$ cat src/dzPkg.sv
// Shared constants and types for the DZ-11 style receive path; import with dzPkg::*
`default_nettype none

package dzPkg;

   //////////////////////////////////////////////////
   // Line and silo geometry
   //////////////////////////////////////////////////

   localparam int numLines   = 8;
   localparam int scanBits   = 3;
   localparam int siloDepth  = 64;
   localparam int ptrBits    = 6;
   // Depth counter needs one more bit than the pointers
   localparam int depthBits  = ptrBits + 1;
   localparam int alarmLevel = 16;
   localparam int alarmBits  = 5;

   // Serial bit timing, in clocks
   localparam int clksPerBit = 16;
   localparam int tickBits   = $clog2(clksPerBit);

   //////////////////////////////////////////////////
   // RBUF word layout
   //////////////////////////////////////////////////

   localparam int rbufDvalBit = 15;
   localparam int rbufOvreBit = 14;
   localparam int rbufFerrBit = 13;
   localparam int rbufPerrBit = 12;
   localparam int rbufLineLsb = 8;

   // CSR layout
   localparam int csrClrBit   = 4;
   localparam int csrMseBit   = 5;
   localparam int csrRdoneBit = 7;
   localparam int csrSaeBit   = 12;
   localparam int csrSaBit    = 13;

   // Receiver FSM
   typedef enum logic [1:0] {rxIdle, rxStart, rxData, rxStop} rxState_t;

endpackage

`default_nettype wire

$ cat src/dzCsr.sv
// Receive-side control/status register; holds MSE and SAE, issues CLR, reads back status
`timescale 1ns/1ps
`default_nettype none

module dzCsr import dzPkg::*; (
   input  wire         clk,
   input  wire         rst,
   input  wire         csrWrite,
   input  wire  [15:0] csrWdata,
   input  wire         rbufRdone,
   input  wire         rbufSa,
   output logic        csrMse,
   output logic        csrSae,
   output logic        clr,
   output logic [15:0] csrRdata
);

   //////////////////////////////////////////////////
   // Writable bits and clear pulse
   //////////////////////////////////////////////////

   always_ff @(posedge clk or posedge rst)
   begin
      if (rst)
      begin
         csrMse <= 1'b0;
         csrSae <= 1'b0;
         clr    <= 1'b0;
      end
      else
      begin
         // One clock wide, drops by itself
         clr <= csrWrite & csrWdata[csrClrBit];
         if (csrWrite)
         begin
            csrMse <= csrWdata[csrMseBit];
            csrSae <= csrWdata[csrSaeBit];
         end
      end
   end

   //////////////////////////////////////////////////
   // Readback
   //////////////////////////////////////////////////

   // Unused positions read as zero
   always_comb
   begin
      csrRdata = '0;
      csrRdata[csrMseBit]   = csrMse;
      csrRdata[csrRdoneBit] = rbufRdone;
      csrRdata[csrSaeBit]   = csrSae;
      csrRdata[csrSaBit]    = rbufSa;
   end

endmodule

`default_nettype wire

$ cat src/dzRbuf.sv
// Receive silo and RBUF register; empties the scanned receiver and serves host reads
`timescale 1ns/1ps
`default_nettype none

module dzRbuf import dzPkg::*; (
   input  wire                 clk,
   input  wire                 rst,
   input  wire                 clr,
   input  wire                 csrMse,
   input  wire                 csrSae,
   input  wire  [scanBits-1:0] scan,
   input  wire  [15:0]         uartRxData,
   input  wire                 uartRxFull,
   output logic [numLines-1:0] uartRxClr,
   input  wire                 rbufRead,
   output logic                rbufRdone,
   output logic                rbufSa,
   output logic [15:0]         regRbuf
);

   logic                 siloWr;
   logic                 siloRd;
   logic                 readDly;
   logic                 rdDly;
   logic                 wrDly;
   logic [depthBits-1:0] depth;
   logic [ptrBits-1:0]   rdPtr;
   logic [ptrBits-1:0]   wrPtr;
   logic [ptrBits-1:0]   wrAddr;
   logic                 siloEmpty;
   logic                 siloFull;
   logic                 rdGo;
   logic                 overrun;
   logic                 rbufDval;
   logic                 rbufOvre;
   logic [13:0]          headData;
   logic [alarmBits-1:0] saCount;
   logic [14:0]          silo [siloDepth];

   //////////////////////////////////////////////////
   // Receiver side
   //////////////////////////////////////////////////

   // Store whenever the scanned line holds a character
   assign siloWr = csrMse & uartRxFull;

   // Clear only the line being stored
   always_comb
   begin
      uartRxClr = '0;
      if (siloWr)
         uartRxClr[scan] = 1'b1;
   end

   //////////////////////////////////////////////////
   // Host read, trailing edge
   //////////////////////////////////////////////////

   always_ff @(posedge clk or posedge rst)
   begin
      if (rst)
      begin
         readDly <= 1'b0;
         rdDly   <= 1'b0;
         wrDly   <= 1'b0;
      end
      else
      begin
         readDly <= rbufRead;
         // Status follows once pointers have moved
         rdDly   <= siloRd;
         wrDly   <= siloWr;
      end
   end

   // Host has finished sampling rbufData
   assign siloRd = readDly & ~rbufRead;

   //////////////////////////////////////////////////
   // Pointers and depth
   //////////////////////////////////////////////////

   assign siloEmpty = (depth == '0);
   assign siloFull  = (depth == depthBits'(siloDepth));
   assign rdGo      = siloRd & ~siloEmpty;
   // Full silo with no read this cycle
   assign overrun   = siloWr & siloFull & ~rdGo;
   // Overrun replaces the newest entry
   assign wrAddr    = overrun ? wrPtr - 1'b1 : wrPtr;

   always_ff @(posedge clk or posedge rst)
   begin
      if (rst)
      begin
         depth <= '0;
         rdPtr <= '0;
         wrPtr <= '0;
      end
      else if (clr)
      begin
         depth <= '0;
         rdPtr <= '0;
         wrPtr <= '0;
      end
      else
      begin
         if (rdGo)
            rdPtr <= rdPtr + 1'b1;
         if (siloWr && !overrun)
            wrPtr <= wrPtr + 1'b1;
         // Read and write together leave depth alone
         case ({siloWr & ~overrun, rdGo})
            2'b10:   depth <= depth + 1'b1;
            2'b01:   depth <= depth - 1'b1;
            default: depth <= depth;
         endcase
      end
   end

   //////////////////////////////////////////////////
   // Silo memory
   //////////////////////////////////////////////////

   always_ff @(posedge clk)
   begin
      if (siloWr)
         silo[wrAddr] <= {overrun, uartRxData[rbufOvreBit-1:0]};
      // Head entry, one clock behind the read pointer
      headData <= silo[rdPtr][rbufOvreBit-1:0];
   end

   //////////////////////////////////////////////////
   // DVAL and OVRE
   //////////////////////////////////////////////////

   // Two clocks after a write, one after a read
   always_ff @(posedge clk or posedge rst)
   begin
      if (rst)
      begin
         rbufDval <= 1'b0;
         rbufOvre <= 1'b0;
      end
      else if (clr)
      begin
         rbufDval <= 1'b0;
         rbufOvre <= 1'b0;
      end
      else if (rdDly | wrDly)
      begin
         rbufDval <= ~siloEmpty;
         rbufOvre <= ~siloEmpty & silo[rdPtr][rbufOvreBit];
      end
   end

   //////////////////////////////////////////////////
   // Silo alarm
   //////////////////////////////////////////////////

   // Counts writes, not depth; saturates at the alarm level
   always_ff @(posedge clk or posedge rst)
   begin
      if (rst)
      begin
         saCount <= '0;
         rbufSa  <= 1'b0;
      end
      else if (clr || siloRd || !csrSae)
      begin
         saCount <= '0;
         rbufSa  <= 1'b0;
      end
      else if (siloWr)
      begin
         if (saCount != alarmBits'(alarmLevel))
            saCount <= saCount + 1'b1;
         if (saCount == alarmBits'(alarmLevel - 1))
            rbufSa <= 1'b1;
      end
   end

   // Status and register outputs
   assign rbufRdone = ~siloEmpty;
   assign regRbuf   = {rbufDval, rbufOvre, headData};

endmodule

`default_nettype wire

$ cat src/dzRx.sv
// Top level of the eight-line receive path; connects receivers, scanner, CSR and silo
`timescale 1ns/1ps
`default_nettype none

module dzRx import dzPkg::*; (
   input  wire                 clk,
   input  wire                 rst,
   input  wire  [numLines-1:0] rxSerial,
   input  wire                 csrWrite,
   input  wire  [15:0]         csrWdata,
   output logic [15:0]         csrRdata,
   input  wire                 rbufRead,
   output logic [15:0]         rbufData,
   output logic                rbufRdone,
   output logic                rbufSa
);

   logic [numLines*8-1:0] rxChar;
   logic [numLines-1:0]   rxFerr;
   logic [numLines-1:0]   rxFull;
   logic [numLines-1:0]   rxClr;
   logic [scanBits-1:0]   scan;
   logic [15:0]           uartRxData;
   logic                  uartRxFull;
   logic                  csrMse;
   logic                  csrSae;
   logic                  clr;

   //////////////////////////////////////////////////
   // Serial receivers
   //////////////////////////////////////////////////

   for (genvar i = 0; i < numLines; i++)
   begin : g_line
      dzUartRx i_uartRx (
         .clk      (clk),
         .rst      (rst),
         .rxSerial (rxSerial[i]),
         .rxClr    (rxClr[i]),
         .rxChar   (rxChar[i*8 +: 8]),
         .rxFerr   (rxFerr[i]),
         .rxFull   (rxFull[i])
      );
   end

   // Scanner, CSR, silo
   dzScanner i_scanner (
      .clk        (clk),
      .rst        (rst),
      .csrMse     (csrMse),
      .rxChar     (rxChar),
      .rxFerr     (rxFerr),
      .rxFull     (rxFull),
      .scan       (scan),
      .uartRxData (uartRxData),
      .uartRxFull (uartRxFull)
   );

   dzCsr i_csr (
      .clk       (clk),
      .rst       (rst),
      .csrWrite  (csrWrite),
      .csrWdata  (csrWdata),
      .rbufRdone (rbufRdone),
      .rbufSa    (rbufSa),
      .csrMse    (csrMse),
      .csrSae    (csrSae),
      .clr       (clr),
      .csrRdata  (csrRdata)
   );

   dzRbuf i_rbuf (
      .clk        (clk),
      .rst        (rst),
      .clr        (clr),
      .csrMse     (csrMse),
      .csrSae     (csrSae),
      .scan       (scan),
      .uartRxData (uartRxData),
      .uartRxFull (uartRxFull),
      .uartRxClr  (rxClr),
      .rbufRead   (rbufRead),
      .rbufRdone  (rbufRdone),
      .rbufSa     (rbufSa),
      .regRbuf    (rbufData)
   );

endmodule

`default_nettype wire

$ cat src/dzScanner.sv
// Line scanner; steps through the receivers and presents the scanned line's receive word
`timescale 1ns/1ps
`default_nettype none

module dzScanner import dzPkg::*; (
   input  wire                     clk,
   input  wire                     rst,
   input  wire                     csrMse,
   input  wire [numLines*8-1:0]    rxChar,
   input  wire [numLines-1:0]      rxFerr,
   input  wire [numLines-1:0]      rxFull,
   output logic [scanBits-1:0]     scan,
   output logic [15:0]             uartRxData,
   output logic                    uartRxFull
);

   //////////////////////////////////////////////////
   // Scan counter
   //////////////////////////////////////////////////

   // Free running while MSE set, parked on line 0 otherwise
   always_ff @(posedge clk or posedge rst)
   begin
      if (rst)
         scan <= '0;
      else if (!csrMse)
         scan <= '0;
      else
         scan <= scan + 1'b1;
   end

   //////////////////////////////////////////////////
   // Receive word of the scanned line
   //////////////////////////////////////////////////

   always_comb
   begin
      uartRxData = '0;
      // Character from the selected receiver
      uartRxData[7:0] = rxChar[{scan, 3'b000} +: 8];
      // Line number
      uartRxData[rbufLineLsb +: scanBits] = scan;
      uartRxData[rbufFerrBit] = rxFerr[scan];
      // No parity support
      uartRxData[rbufPerrBit] = 1'b0;
   end

   // Full flag of the same line
   assign uartRxFull = rxFull[scan];

endmodule

`default_nettype wire

$ cat src/dzUartRx.sv
// Single-line 8N1 serial receiver; one instance per line, full flag cleared by the scanner
`timescale 1ns/1ps
`default_nettype none

module dzUartRx import dzPkg::*; (
   input  wire        clk,
   input  wire        rst,
   input  wire        rxSerial,
   input  wire        rxClr,
   output logic [7:0] rxChar,
   output logic       rxFerr,
   output logic       rxFull
);

   //////////////////////////////////////////////////
   // Input synchronizer and start edge
   //////////////////////////////////////////////////

   // Bits 0 and 1 synchronize, bit 2 is the previous sample
   logic [2:0]          syncReg;
   logic                rxIn;
   logic                fallEdge;
   rxState_t            state;
   logic [tickBits-1:0] tick;
   logic [2:0]          bitCnt;
   logic [7:0]          shiftReg;
   logic                bitDone;
   logic                midStart;

   assign rxIn     = syncReg[1];
   assign fallEdge = syncReg[2] & ~syncReg[1];

   // Full bit period elapsed
   assign bitDone  = (tick == tickBits'(clksPerBit - 1));
   // Half bit into the start bit
   assign midStart = (tick == tickBits'(clksPerBit / 2 - 1));

   //////////////////////////////////////////////////
   // Receiver FSM
   //////////////////////////////////////////////////

   always_ff @(posedge clk or posedge rst)
   begin
      if (rst)
      begin
         syncReg <= '1;
         state   <= rxIdle;
         tick    <= '0;
         bitCnt  <= '0;
         rxFull  <= 1'b0;
      end
      else
      begin
         syncReg <= {syncReg[1:0], rxSerial};
         // Scanner took the character
         if (rxClr)
            rxFull <= 1'b0;
         case (state)
            rxIdle:
               if (fallEdge)
               begin
                  tick  <= '0;
                  state <= rxStart;
               end
            rxStart:
               if (midStart)
               begin
                  // Glitch if the line went back high
                  tick   <= '0;
                  bitCnt <= '0;
                  state  <= rxIn ? rxIdle : rxData;
               end
               else
                  tick <= tick + 1'b1;
            rxData:
               if (bitDone)
               begin
                  tick   <= '0;
                  bitCnt <= bitCnt + 1'b1;
                  if (bitCnt == 3'd7)
                     state <= rxStop;
               end
               else
                  tick <= tick + 1'b1;
            rxStop:
               if (bitDone)
               begin
                  // New character wins over a same-cycle clear
                  tick   <= '0;
                  rxFull <= 1'b1;
                  state  <= rxIdle;
               end
               else
                  tick <= tick + 1'b1;
            default:
               state <= rxIdle;
         endcase
      end
   end

   // Data path, LSB arrives first
   always_ff @(posedge clk)
   begin
      if (state == rxData && bitDone)
         shiftReg <= {rxIn, shiftReg[7:1]};
      if (state == rxStop && bitDone)
      begin
         rxChar <= shiftReg;
         // Stop bit must be high
         rxFerr <= ~rxIn;
      end
   end

endmodule

`default_nettype wire

$ cat config.mk
export PLATFORM = sky130hd
export DESIGN_NAME = dzRx
export DESIGN_NICKNAME = d
export VERILOG_FILES = /design/src/dzPkg.sv /design/src/dzCsr.sv /design/src/dzRbuf.sv /design/src/dzRx.sv /design/src/dzScanner.sv /design/src/dzUartRx.sv
export SDC_FILE = /design/constraint.sdc
export NUM_CORES = 1
export LEC_CHECK = 0
export BUFFER_PORTS_ARGS = -buffer_cell sky130_fd_sc_hd__buf_2
export CORE_ASPECT_RATIO = 1.75
export CORE_MARGIN = 1.5
export CORE_UTILIZATION = 57
export DETAILED_ROUTE_END_ITERATION = 8
export HOLD_SLACK_MARGIN = 0.06
export MAX_ROUTING_LAYER = met4
export PLACE_DENSITY = 0.73
export SYNTH_ARGS = -nofsm -noshare
export SYNTH_HDL_FRONTEND = slang
export SYNTH_SLANG_ARGS = --single-unit
$ cat constraint.sdc
create_clock -name clk -period 5.5 [get_ports clk]
set_input_delay 0.275 -clock clk [delete_from_list [all_inputs] [get_ports clk]]
set_output_delay 0.275 -clock clk [all_outputs]
set_load 0.03 [all_outputs]
# After elaboration in Yosys (flattened, before gate mapping)
# Memory sizes are Yosys's and may differ from the RTL's.
# Index checks and enable logic that the tools add are counted.
# classes
div_mod_pow	0
reduce_logical	72
multipliers	0
bitwise_logic	29
magnitude_cmp	2
n_eq_ne	93
add_sub_neg	23
n_shift	1
mux	163
# op_table
cell	count
2-bit 2-to-1 mux	48
4-bit 2-to-1 mux	24
4-bit one-hot mux with 3 select lines	8
2-bit by 1-bit != test with 1-bit output, second input constant	40
2-bit one-hot mux with 4 select lines	8
64-bit by 7-bit indexed part select with 8-bit output	1
3-bit 2-to-1 mux	17
3-bit one-hot mux with 2 select lines	8
5-bit AND reduction	8
1-bit 2-to-1 mux	36
2-bit == test, second input constant	17
4-bit by 1-bit adder with 4-bit output, second input constant	8
4-bit by 3-bit == test with 1-bit output, second input constant	8
4-bit == test, second input constant	8
6-bit 2-to-1 mux	5
2-bit nonzero test	14
3-bit by 1-bit adder with 3-bit output, second input constant	9
3-bit == test, second input constant	8
3-bit AND reduction	8
2-bit by 1-bit == test with 1-bit output, second input constant	9
1-bit logical AND	18
1-bit AND	16
2-bit logical NOT	8
2-bit OR reduction	8
23 further kinds	41
# totals
latch_bits	0
rom_bits	0
register_bits	290
mem_count	1
out_inout_bits	34
ramBits	832
# mem_list
name	words	word_bits	rd	rd_ports_with_merged_regs	wr	line	source
i_rbuf.silo	64	13	1	0	1	dzRbuf.sv:38	logic [14:0] silo [siloDepth];

# Logic depth before layout (Yosys ltp)
# Gate-level depths: netlist of run 1.
# depth
word_depth	10
ltp_mapped	11

# By module
# A second synthesis of run 1 with hierarchy kept.
# unflattened
hier_cells	2428
hier_area_um2	49596.3
# modules_own_cells
module	cells_each	instances	area_per_inst_um2	seq_area_each_um2
dzRbuf	1728	1	39050.0	29858.6
dzUartRx	78	8	1183.6	839.6
dzScanner	52	1	844.6	75.1
dzCsr	24	1	232.7	75.1

# Least setup slack after synthesis of run 1
# No wires, ideal clock.
# synth_path
path_kind	reg-to-reg
startpoint	reg i_scanner.scan[1]
endpoint	mem i_rbuf.silo[36][0] (netlist bit), enable pin
slack_ps	-259
setup_time_ps	417
path_stages_with_launch	7
arrival_ps	5342
n_path_buf	1
cell_sequence	dfrtp_1 -> buf_2 -> mux2_2 -> o21ai_2 -> nor3_2 -> a41oi_1 -> nor4_1
# synth_between
elab_chain_cells	6
word_cells_on_any_way	8
cone_classes	5 x mux; 3 x bitwise
# synth_rtl
element	line	source
start, declared	dzScanner.sv:12	output logic [scanBits-1:0] scan,
start signal, assigned	dzScanner.sv:29	scan <= scan + 1'b1;
1-bit binary-select mux with 3-bit select	dzScanner.sv:49	assign uartRxFull = rxFull[scan];
1-bit 2-to-1 mux (implied by the code)	dzScanner.sv:49	
1-bit AND	dzRbuf.sv:45	assign siloWr = csrMse & uartRxFull;
1-bit AND (2 in a row)	dzRbuf.sv:87	assign overrun = siloWr & siloFull & ~rdGo;
named net i_rbuf.overrun	dzRbuf.sv:33	logic overrun;
6-bit 2-to-1 mux	dzRbuf.sv:89	assign wrAddr = overrun ? wrPtr - 1'b1 : wrPtr;
end, declared	dzRbuf.sv:38	
# The timed path passes the listed nets, and every way through them passes these cells. The select of a mux whose other input is x is not followed.

# Worst setup path in the final report of run 1
# layout_path
startpoint	reg i_scanner.scan[1]
endpoint	mem i_rbuf.silo[54][3] (netlist bit), enable pin
# layout_between
elab_chain_cells	6
word_cells_on_any_way	8
cone_classes	5 x mux; 3 x bitwise
# layout_rtl
element	line	source
1-bit binary-select mux with 3-bit select *	dzScanner.sv:49	
1-bit 2-to-1 mux (implied by the code) *	dzScanner.sv:49	
1-bit AND *	dzRbuf.sv:45	
named net i_rbuf.siloWr	dzRbuf.sv:21	logic siloWr;
1-bit AND (2 in a row)	dzRbuf.sv:87	
6-bit 2-to-1 mux	dzRbuf.sv:89	
# Mark *: on every way through the listed nets, which the timed path passes. The rest lies on a longest branch. The select of a mux whose other input is x is not followed.

==> flow_metrics.env, run 1 <==
export IMPL_row_count=136
export IMPL_cts_buffer_depth=3
export IMPL_tightest_slew_ns=1.30
export IMPL_comb_power_share_pct=24.9
export IMPL_setup_viol=0
export IMPL_synth_compound_area_share_pct=3.92
export IMPL_ff2ff_path_depth=7
export IMPL_power_leakage_nw=16.6
export IMPL_reg2reg_from="i_scanner.scan[1]$_DFF_PP0_"
export IMPL_p_int_mw=15.9
export IMPL_ys_flop_type="edfxtp_1"
export IMPL_grt_pass1_vias=23900
export IMPL_postSynthCellCount=2372
export IMPL_grt_pass1_wl_mm=152
export IMPL_worst_path_max_fanout=34
export IMPL_grt_start_max_net_pins=90
export IMPL_r2r_end="i_rbuf.silo[54][3]$_DFFE_PP_"
export IMPL_h_tree_depth=3
export IMPL_ir_drop_mv=0.359
export IMPL_synthTopCellsByCount="968 x edfxtp_1, 243 x mux4_2, 116 x dfrtp_1"
export IMPL_cap_violations=0
export IMPL_synth_cell_types=82
export IMPL_holdCritStartpoint="rxSerial[4]"
export IMPL_gp_congestion=0.894
export IMPL_synth_top_family_by_area="multiplexers"
export IMPL_antenna_found_initial=1
export IMPL_avgSynthCellArea_um2=18.9
export IMPL_start_kind="flop"
export IMPL_numCtsBuffers=94
export IMPL_tns_ns=0
export IMPL_die_area_mm2=0.0806
export IMPL_min_to="g_line[4].i_uartRx.syncReg[0]$_DFF_PP1_"
export IMPL_port_buffers=34
export IMPL_dp_hpwl_mm=66.6
export IMPL_post_place_ws_ns=1.26
export IMPL_cts_clk_slew_worst_paths_ns=0.07
export IMPL_power_frac_seq_pct=45.2
export IMPL_cts_tree="yes"
export IMPL_arrival_ns=4.54
export IMPL_die_x_um=215
export IMPL_synthXorXnorAreaFrac_pct=0.448
export IMPL_synth_edf_count=968
export IMPL_cts_sinks=1120
export IMPL_synthAdderAreaFrac_pct=1.94
export IMPL_synth_top_cell_area_share_pct=64.7
export IMPL_final_util_pct=64.4
export IMPL_synth_async_reset_ratio_pct=12.5
export IMPL_clk_latency_ns=0.69
export IMPL_stdcell_area_mm2=0.0504
export IMPL_r2r_setup_slack_ns=1.25
export IMPL_drive_gt1_share_pct=26.3
export IMPL_yosys_warnings=0
export IMPL_clock_skew_ns=0.0339
export IMPL_drt_iter0_markers=2042
export IMPL_area_delta_synth_final_pct=12.2
export IMPL_drc=0
export IMPL_muxShareOfSynthArea_pct=13.7
export IMPL_cts_root_buffer="clkbuf_16"
export IMPL_netSwitchingPower_mw=6.76
export IMPL_holdBufCountCts=16
export IMPL_ys_seq_elements=1120
export IMPL_rsz0062_at_grt="no"
export IMPL_required_ns=5.79
export IMPL_max_freq_mhz=235
export IMPL_drt_pass1_iterations=6
export IMPL_design_core_area_mm2=0.0783
export IMPL_power_density_mw_per_mm2=450
export IMPL_critPathCaptureType="flop"
export IMPL_nets=2600
export IMPL_hold_violations=0
export IMPL_yosysSeqAreaShare_pct=73.1
export IMPL_final_cells=3618
export IMPL_fp_dieH_um=374
export IMPL_hold_class="input port to flop"
export IMPL_synth_top_area_cell="edfxtp_1"
export IMPL_yosys_area_share_simple_pct=4.99
export IMPL_numPlacedInstances=3426
export IMPL_cts_resized=0
export IMPL_synth_area_mm2=0.0449
export IMPL_period_share_pct=77.4
export IMPL_ant_nets=0
export IMPL_worstHoldPathCells=2
export IMPL_crit_type="flop to flop"
export IMPL_start_util_pct=57.4
export IMPL_clkPwrFrac_pct=30.0
export IMPL_ios=62
export IMPL_vias=23000
export IMPL_maxSlewViolCount=0
export IMPL_groute_usage_overall_pct=26.7
export IMPL_relSlewSlack_pct=11.0
export IMPL_setup_ws_ns=1.25
export IMPL_finalWirelength_mm=102
export IMPL_sw_frac_of_total_pct=29.8
export IMPL_status="finished, final reports clean"
export IMPL_yosys_top_cells_area="edfxtp_1 65%, mux4_2 12%, dfrtp_1 6.5%"
export IMPL_gr_total_overflow=0
export IMPL_synth_most_common_cell="edfxtp_1"
export IMPL_wl_per_cell_um=28.2
export IMPL_place_area_mm2=0.0471
export IMPL_min_period_ns=4.25
export IMPL_viasPerCell=6.36
export IMPL_postCtsSetupBuffers=0
-- flip-flops by register name (all words and copies together), names as in the netlist, 12 cells and up, named ones only --
| name | cells |
|---|---|
| g_line.i_uartRx.shiftReg | 64 |
| i_rbuf.silo | 832 |
| i_rbuf.headData | 12 |
| g_line.i_uartRx.rxChar | 64 |
| g_line.i_uartRx.syncReg | 24 |
| g_line.i_uartRx.tick | 32 |
| g_line.i_uartRx.bitCnt | 24 |
-- power groups by stage --
| stage | Sequential [mW] | Clock [mW] | Combinational, mW |
|---|---|---|---|
| after global placement | 10.4 | 0 | 5.44 |
| final | 10.2 | 6.79 | 5.64 |
| after global routing | 10.3 | 7.20 | 5.96 |
| after CTS | 10.2 | 6.90 | 5.68 |
| after detailed placement | 10.4 | 0 | 5.64 |
| after floorplan | 10.4 | 0 | 3.74 |
-- through the flow --
stage	hold WS [ns]	power, mW
after floorplan	0.279	14.1
after global placement	0.346	15.8
after detailed placement	0.348	16.1
after CTS	0.195	22.8
after global routing	0.218	23.4
final	0.240	22.7
-- per-layer routing --
layer  share of wire [%]  up-vias  GRT usage [%]
met5                   0        -              -
met1                  34    12100           29.5
met2                  54      818           46.8
met3                 4.9      221           3.24
li1                    -     9844              -
met4                 6.2        0           14.8
-- kinds of logic (layout without fill, tap and decap cells) --
logic type,count (synthesis),after routing
AO/OA/AOI/OAI,249,249
XOR/XNOR,23,23
adder cells (fa/ha/maj),69,69
buffers and inverters,186,382
flip-flops,1120,1120
multiplexers,308,308
other,1,16
AND/OR/NAND/NOR,416,416
-- critical path, stage by stage (launching register included) --
cell	delay [ns]
dfrtp_2	0.86
mux4_2	0.40
a2bb2oi_2	0.35
nand2_1	0.31
inv_2	0.31
o2111ai_2	0.34
buf_4	0.34
nor3_2	0.91
-- worst max-delay path by stage --
| stage | to | cells after the start | start |
|---|---|---|---|
| detailed placement | i_rbuf.silo[54][3]$_DFFE_PP_ | 7 | i_scanner.scan[0]$_DFF_PP0_ |
| global route | i_rbuf.silo[54][3]$_DFFE_PP_ | 7 | i_scanner.scan[0]$_DFF_PP0_ |
| CTS | i_rbuf.silo[54][3]$_DFFE_PP_ | 7 | i_scanner.scan[1]$_DFF_PP0_ |
| global placement | i_rbuf.depth[6]$_DFFE_PP0P_ | 10 | i_scanner.scan[0]$_DFF_PP0_ |
| floorplan | i_rbuf.silo[0][7]$_DFFE_PP_ | 5 | i_scanner.scan[1]$_DFF_PP0_ |
| finish | i_rbuf.silo[54][3]$_DFFE_PP_ | 7 | i_scanner.scan[1]$_DFF_PP0_ |
-- cells in the final DEF, fill, tap and decap left out, drive strengths merged, types with 35 or more instances in the layout --
master    n
inv      62
o21ai    61
dfrtp   116
clkinv   35
nor2     66
mux4    243
nor3     98
edfxtp  968
buf     134
mux2i    39
nand2    82
ha       68
clkbuf  118
-- cell type report --
cell class              count  area [um2]
fillers                  5180       27900
multi-input cells        1079       11700
clock inverters            56         587
well taps                1035        1290
clock buffers             118        2560
repair buffers            150        1140
flip-flops and latches   1120       32900
diodes                      2        5.00
inverters                  58         223
(Power assumes the default switching activity.)
==> run 2: changes to the inputs <==
--- a/config.mk
+++ b/config.mk
@@ -8,11 +8,11 @@
 export BUFFER_PORTS_ARGS = -buffer_cell sky130_fd_sc_hd__buf_2
 export CORE_ASPECT_RATIO = 1.75
 export CORE_MARGIN = 1.5
-export CORE_UTILIZATION = 57
+export CORE_UTILIZATION = 63
 export DETAILED_ROUTE_END_ITERATION = 8
 export HOLD_SLACK_MARGIN = 0.06
 export MAX_ROUTING_LAYER = met4
-export PLACE_DENSITY = 0.73
+export PLACE_DENSITY = 0.77
 export SYNTH_ARGS = -nofsm -noshare
 export SYNTH_HDL_FRONTEND = slang
 export SYNTH_SLANG_ARGS = --single-unit
==> constraint.sdc (replaced) <==
create_clock -name clk -period 4.5 [get_ports clk]
set_input_delay 0.225 -clock clk [delete_from_list [all_inputs] [get_ports clk]]
set_output_delay 0.225 -clock clk [all_outputs]
set_load 0.03 [all_outputs]
==> run 2 against run 1 <==
  * Clock skew down 0.0046 ns
  * Cell area increased by 0.49%
  * Die area shrank 9.4%
  * Largest power group unchanged
  * Clock-buffer cell count is 15 lower
==> flow_metrics.env, run 2 (synthesis gave the netlist of run 1 again) <==
export IMPL_clock_skew_ns=0.0293
export IMPL_final_cells=3515
export IMPL_power_total_mw=28.2
export IMPL_start_kind="flop"
export IMPL_grt_pass1_vias=24300
export IMPL_drive_gt1_share_pct=27.3
export IMPL_gp_congestion=0.888
export IMPL_relSlewSlack_pct=19.2
export IMPL_final_cell_mix="968 x edfxtp_1, 243 x mux4_2, 110 x dfrtp_1"
export IMPL_ios=62
export IMPL_power_leakage_nw=16.8
export IMPL_gr_total_overflow=0
export IMPL_die_x_um=205
export IMPL_stdcell_area_mm2=0.0506
export IMPL_place_area_mm2=0.0471
export IMPL_cts_resized=0
export IMPL_start_util_pct=63.5
export IMPL_cap_violations=0
export IMPL_cpMaxStageDelayCell="fa_1"
export IMPL_ant_nets=0
export IMPL_die_area_mm2=0.0730
export IMPL_numCtsBuffers=94
export IMPL_tightest_slew_ns=1.20
export IMPL_regMostFlops="i_rbuf.silo"
export IMPL_fp_dieH_um=356
export IMPL_cts_root_buffer="clkbuf_16"
export IMPL_grt_pass1_wl_mm=153
export IMPL_drt_pass1_iterations=5
export IMPL_cts_tree="yes"
export IMPL_finalWirelength_mm=104
export IMPL_groute_usage_overall_pct=30.3
export IMPL_crit_chain="nor4_4, a31oi_1, o21ai_1, clkinv_1, fa_1, a211oi_1, o21bai_1, a21oi_1, mux2i_1, mux2_2"
export IMPL_largest_reg_flops=832
export IMPL_worst_path_max_fanout=14
export IMPL_vias=23300
export IMPL_setup_viol=0
export IMPL_numPlacedInstances=3322
export IMPL_critPathMaxStageDelay_ns=0.58
export IMPL_row_count=129
export IMPL_wl_per_cell_um=29.5
export IMPL_path_buf_inv=1
export IMPL_clk_latency_ns=0.67
export IMPL_setup_ws_ns=0.359
export IMPL_min_period_ns=4.14
export IMPL_drt_iter0_markers=1887
export IMPL_rsz0062_at_grt="no"
export IMPL_critPathTopFamily="compound AO/OA/AOI/OAI gates"
export IMPL_final_common_cell="edfxtp_1"
export IMPL_area_delta_synth_final_pct=12.7
export IMPL_fill_cells=4142
export IMPL_viasPerCell=6.64
export IMPL_grt_start_max_net_pins=92
export IMPL_cts_buffer_depth=3
export IMPL_cts_sinks=1120
export IMPL_post_place_ws_ns=0.379
export IMPL_n_antenna_cell=0
export IMPL_status="finished, final reports clean"
export IMPL_power_density_mw_per_mm2=557
export IMPL_hold_violations=0
export IMPL_h_tree_depth=3
export IMPL_max_freq_mhz=241
export IMPL_dp_hpwl_mm=66.4
export IMPL_period_share_pct=92.0
export IMPL_port_buffers=34
export IMPL_ir_drop_mv=0.457
export IMPL_maxSlewViolCount=0
export IMPL_arrival_ns=4.69
export IMPL_critPathCaptureType="flop"
export IMPL_crit_type="flop to flop"
export IMPL_design_core_area_mm2=0.0707
export IMPL_drc=0
export IMPL_tns_ns=0
export IMPL_nets=2615
export IMPL_hold_class="input port to flop"
export IMPL_cts_clk_slew_worst_paths_ns=0.06
export IMPL_top_regs="i_rbuf.silo: 832 flops, g_line.i_uartRx.rxChar: 64 flops, g_line.i_uartRx.shiftReg: 64 flops"
export IMPL_required_ns=5.05
export IMPL_antenna_found_initial=1
-- run 2: per-layer routing --
metal  up-vias  routed length [um]  global-route usage, %
met1     12100               33400                   32.9
met4         0                6350                   16.3
met2      1054               57700                   54.0
li1       9876                   -                      -
met3       272                6130                   3.43
met5         -                   0                      -
-- run 2: per-stage QoR --
stage | hold slack (ns) | util [%]
after CTS | 0.169 | 71.6
after global placement | 0.331 | 66.6
after detailed placement | 0.332 | 66.6
after global routing | 0.196 | 71.6
after floorplan | 0.229 | -
final | 0.207 | 71.6
-- run 2: cell type report --
cell class	instances	area [um2]	share of cell area [%]
Clock buffer	103	2430	4.79
Clock inverter	73	975	1.92
Inverter	58	223	0.440
Multi-Input combinational cell	1079	11700	23.1
Sequential cell	1120	32900	64.9
Tap cell	917	1150	2.27
Timing Repair Buffer	165	1290	2.55
-- run 2: worst reg2reg max path, stage by stage, from the launching register on --
cell	delay, ns
dfrtp_1	0.45
nor4_4	0.50
a31oi_1	0.35
o21ai_1	0.40
clkinv_1	0.49
fa_1	0.58
a211oi_1	0.35
o21bai_1	0.13
a21oi_1	0.20
mux2i_1	0.23
mux2_2	0.36
-- run 2: where the power goes --
group	switching, mW	internal [mW]
sequential	0.425	12.1
combinational	4.09	2.78
clock	3.78	5.06
total	8.30	19.9
-- run 2: repair_timing --
item / 4_1_cts / 5_1_grt
hold endpoints to repair: 84 / 0
hold buffers: 16 / 0
endpoints found under the setup margin: 0 / 0
setup buffers: 0 / 0
-- run 2: path summary, 6_finish.rpt --
check	startpoint	to	slack, ns	cells after the start
worst max-delay path	i_rbuf.depth[0]$_DFFE_PP0P_	i_rbuf.depth[6]$_DFFE_PP0P_	0.36	10
worst min-delay path	rxSerial[3]	g_line[3].i_uartRx.syncReg[0]$_DFF_PP1_	0.21	2
worst max register to register	i_rbuf.depth[0]$_DFFE_PP0P_	i_rbuf.depth[6]$_DFFE_PP0P_	0.36	10
worst min register to register	g_line[4].i_uartRx.syncReg[0]$_DFF_PP1_	g_line[4].i_uartRx.syncReg[1]$_DFF_PP1_	0.36	0
max in group asynchronous	rst	i_rbuf.wrDly$_DFF_PP0_	2.98	4
min in group asynchronous	rst	g_line[1].i_uartRx.tick[3]$_DFFE_PP0N_	0.30	3
==> run 3: changes to the inputs <==
--- a/config.mk
+++ b/config.mk
@@ -8,11 +8,12 @@
 export BUFFER_PORTS_ARGS = -buffer_cell sky130_fd_sc_hd__buf_2
 export CORE_ASPECT_RATIO = 1.75
 export CORE_MARGIN = 1.5
-export CORE_UTILIZATION = 63
+export CORE_UTILIZATION = 65
+export CTS_BUF_LIST = sky130_fd_sc_hd__clkbuf_4
 export DETAILED_ROUTE_END_ITERATION = 8
 export HOLD_SLACK_MARGIN = 0.06
 export MAX_ROUTING_LAYER = met4
-export PLACE_DENSITY = 0.77
+export PLACE_DENSITY = 0.79
 export SYNTH_ARGS = -nofsm -noshare
 export SYNTH_HDL_FRONTEND = slang
 export SYNTH_SLANG_ARGS = --single-unit
==> run 3 against run 2 <==
  * Utilization up 1.9 points
  * Combinational power hardly changed
  * Cell area is 0.55% lower
  * First-iteration DRC count is 9.0% higher
  * Cell count rose by 7.0%
  * Critical path depth down 4
  * Sequential power is essentially flat
  * Maximum frequency is 1.0% higher
  * Power is 5.1% lower
  * Via count up 3.3%
  * Largest cell class unchanged
  * Largest power group unchanged
  * Highest routed layer unchanged
==> flow_metrics.env, run 3 (synthesis gave the netlist of run 1 again) <==
export IMPL_power_density_mw_per_mm2=531
export IMPL_ios=62
export IMPL_clk_latency_ns=1.05
export IMPL_numCtsBuffers=229
export IMPL_status="finished, final reports clean"
export IMPL_final_cell_mix="968 x edfxtp_1, 322 x clkbuf_4, 243 x mux4_2"
export IMPL_die_area_mm2=0.0708
export IMPL_cts_sinks=1120
export IMPL_final_cells=3762
export IMPL_groute_usage_overall_pct=30.8
export IMPL_nets=2766
export IMPL_fp_dieH_um=351
export IMPL_hold_class="flop to flop"
export IMPL_clock_skew_ns=0.0479
export IMPL_ant_nets=0
export IMPL_start_kind="flop"
export IMPL_cts_buffer_depth=3
export IMPL_gr_total_overflow=0
export IMPL_wl_per_cell_um=27.1
export IMPL_viasPerCell=6.41
export IMPL_setup_viol=0
export IMPL_cap_violations=0
export IMPL_max_freq_mhz=244
export IMPL_dp_hpwl_mm=65.8
export IMPL_grt_start_max_net_pins=80
export IMPL_numPlacedInstances=3311
export IMPL_cts_root_buffer="clkbuf_4"
export IMPL_vias=24100
export IMPL_drive_gt1_share_pct=31.8
export IMPL_design_core_area_mm2=0.0685
export IMPL_period_share_pct=91.1
export IMPL_final_common_cell="edfxtp_1"
export IMPL_h_tree_depth=4
export IMPL_area_delta_synth_final_pct=12.1
export IMPL_cts_resized=0
export IMPL_drt_iter0_markers=2057
export IMPL_cts_tree="yes"
export IMPL_tightest_slew_ns=1.16
export IMPL_fill_cells=3887
export IMPL_power_leakage_nw=17.0
export IMPL_finalWirelength_mm=102
export IMPL_grt_pass1_vias=25300
export IMPL_drc=0
export IMPL_critPathCaptureType="flop"
export IMPL_min_period_ns=4.10
export IMPL_antenna_found_initial=1
export IMPL_relSlewSlack_pct=22.2
export IMPL_gp_congestion=0.925
export IMPL_die_x_um=202
export IMPL_drt_pass1_iterations=7
export IMPL_rsz0062_at_grt="no"
export IMPL_maxSlewViolCount=0
export IMPL_regMostFlops="i_rbuf.silo"
export IMPL_top_regs="i_rbuf.silo: 832 flops, g_line.i_uartRx.rxChar: 64 flops, g_line.i_uartRx.shiftReg: 64 flops"
export IMPL_tns_ns=0
export IMPL_grt_pass1_wl_mm=152
export IMPL_required_ns=5.29
export IMPL_largest_reg_flops=832
export IMPL_r2r_setup_slack_ns=0.40
export IMPL_worst_path_max_fanout=60
export IMPL_ir_drop_mv=0.477
export IMPL_port_buffers=34
export IMPL_row_count=127
export IMPL_arrival_ns=4.89
export IMPL_crit_type="flop to flop"
export IMPL_cts_clk_slew_worst_paths_ns=0.07
export IMPL_postCtsSetupBuffers=0
export IMPL_start_util_pct=65.6
export IMPL_hold_violations=0
==> run 3: path summary, 6_finish.rpt <==
kind	cells after the start	end	from
setup reg to reg	6	i_rbuf.silo[40][7]$_DFFE_PP_	i_scanner.scan[1]$_DFF_PP0_
min in group asynchronous	4	async pin	rst
setup / recovery	6	i_rbuf.silo[40][7]$_DFFE_PP_	i_scanner.scan[1]$_DFF_PP0_
max in group asynchronous	5	g_line[4].i_uartRx.syncReg[0]$_DFF_PP1_	rst
hold reg to reg	0	g_line[4].i_uartRx.syncReg[1]$_DFF_PP1_	g_line[4].i_uartRx.syncReg[0]$_DFF_PP1_
hold / removal	0	g_line[4].i_uartRx.syncReg[1]$_DFF_PP1_	g_line[4].i_uartRx.syncReg[0]$_DFF_PP1_
==> run 3: final cells by class <==
cell class                 count  area (um2)  area share, %
multi-input combinational   1079       11700           23.3
clock buffer                 322        2420           4.80
antenna                        2        5.00        0.00994
sequential                  1120       32900           65.2
tap                          903        1130           2.24
timing repair buffer         181        1450           2.88
clock inverter                97         562           1.12
inverter                      58         223          0.442
==> run 3: through the flow <==
step / setup WS [ns] / hold slack (ns) / utilization [%] / power, mW / instance area, um2
2_1_floorplan: -0.467 / 0.229 / - / 17.2 / 45100
3_3_place_gp: 0.589 / 0.330 / 68.7 / 19.3 / 47100
3_5_place_dp: 0.474 / 0.331 / 68.7 / 19.6 / 47100
4_1_cts: 0.453 / 0.247 / 73.5 / 26.9 / 50400
5_1_grt: 0.158 / 0.340 / 73.5 / 27.8 / 50400
6_report: 0.402 / 0.356 / 73.5 / 26.8 / 50400
==> run 3: worst max-delay path, stage by stage, from the launching register on <==
cell      delay, ns
dfrtp_2        0.70
buf_4          0.71
clkinv_1       0.52
nor2_1         0.43
a22oi_1        0.19
o21ai_4        0.71
buf_4          0.52
==> run 3: repair_timing <==
action | 4_1_cts | 5_1_grt
hold buffers | 30 | 0
setup endpoints to repair | 0 | 0
hold endpoints to repair | 152 | 0
==> run 3: metal layers <==
| layer | track usage, % | share of wire, % |
|---|---|---|
| met5 | - | 0 |
| met4 | 21.7 | 7.4 |
| met3 | 4.54 | 5.8 |
| met2 | 53.3 | 54 |
| met1 | 32.5 | 33 |
==> run 3: where the power goes <==
group	total [mW]	internal (mW)	switching [mW]
Combinational	6.89	2.82	4.07
Sequential	12.5	12.1	0.443
Clock	7.37	3.62	3.75
Total	26.8	18.5	8.26
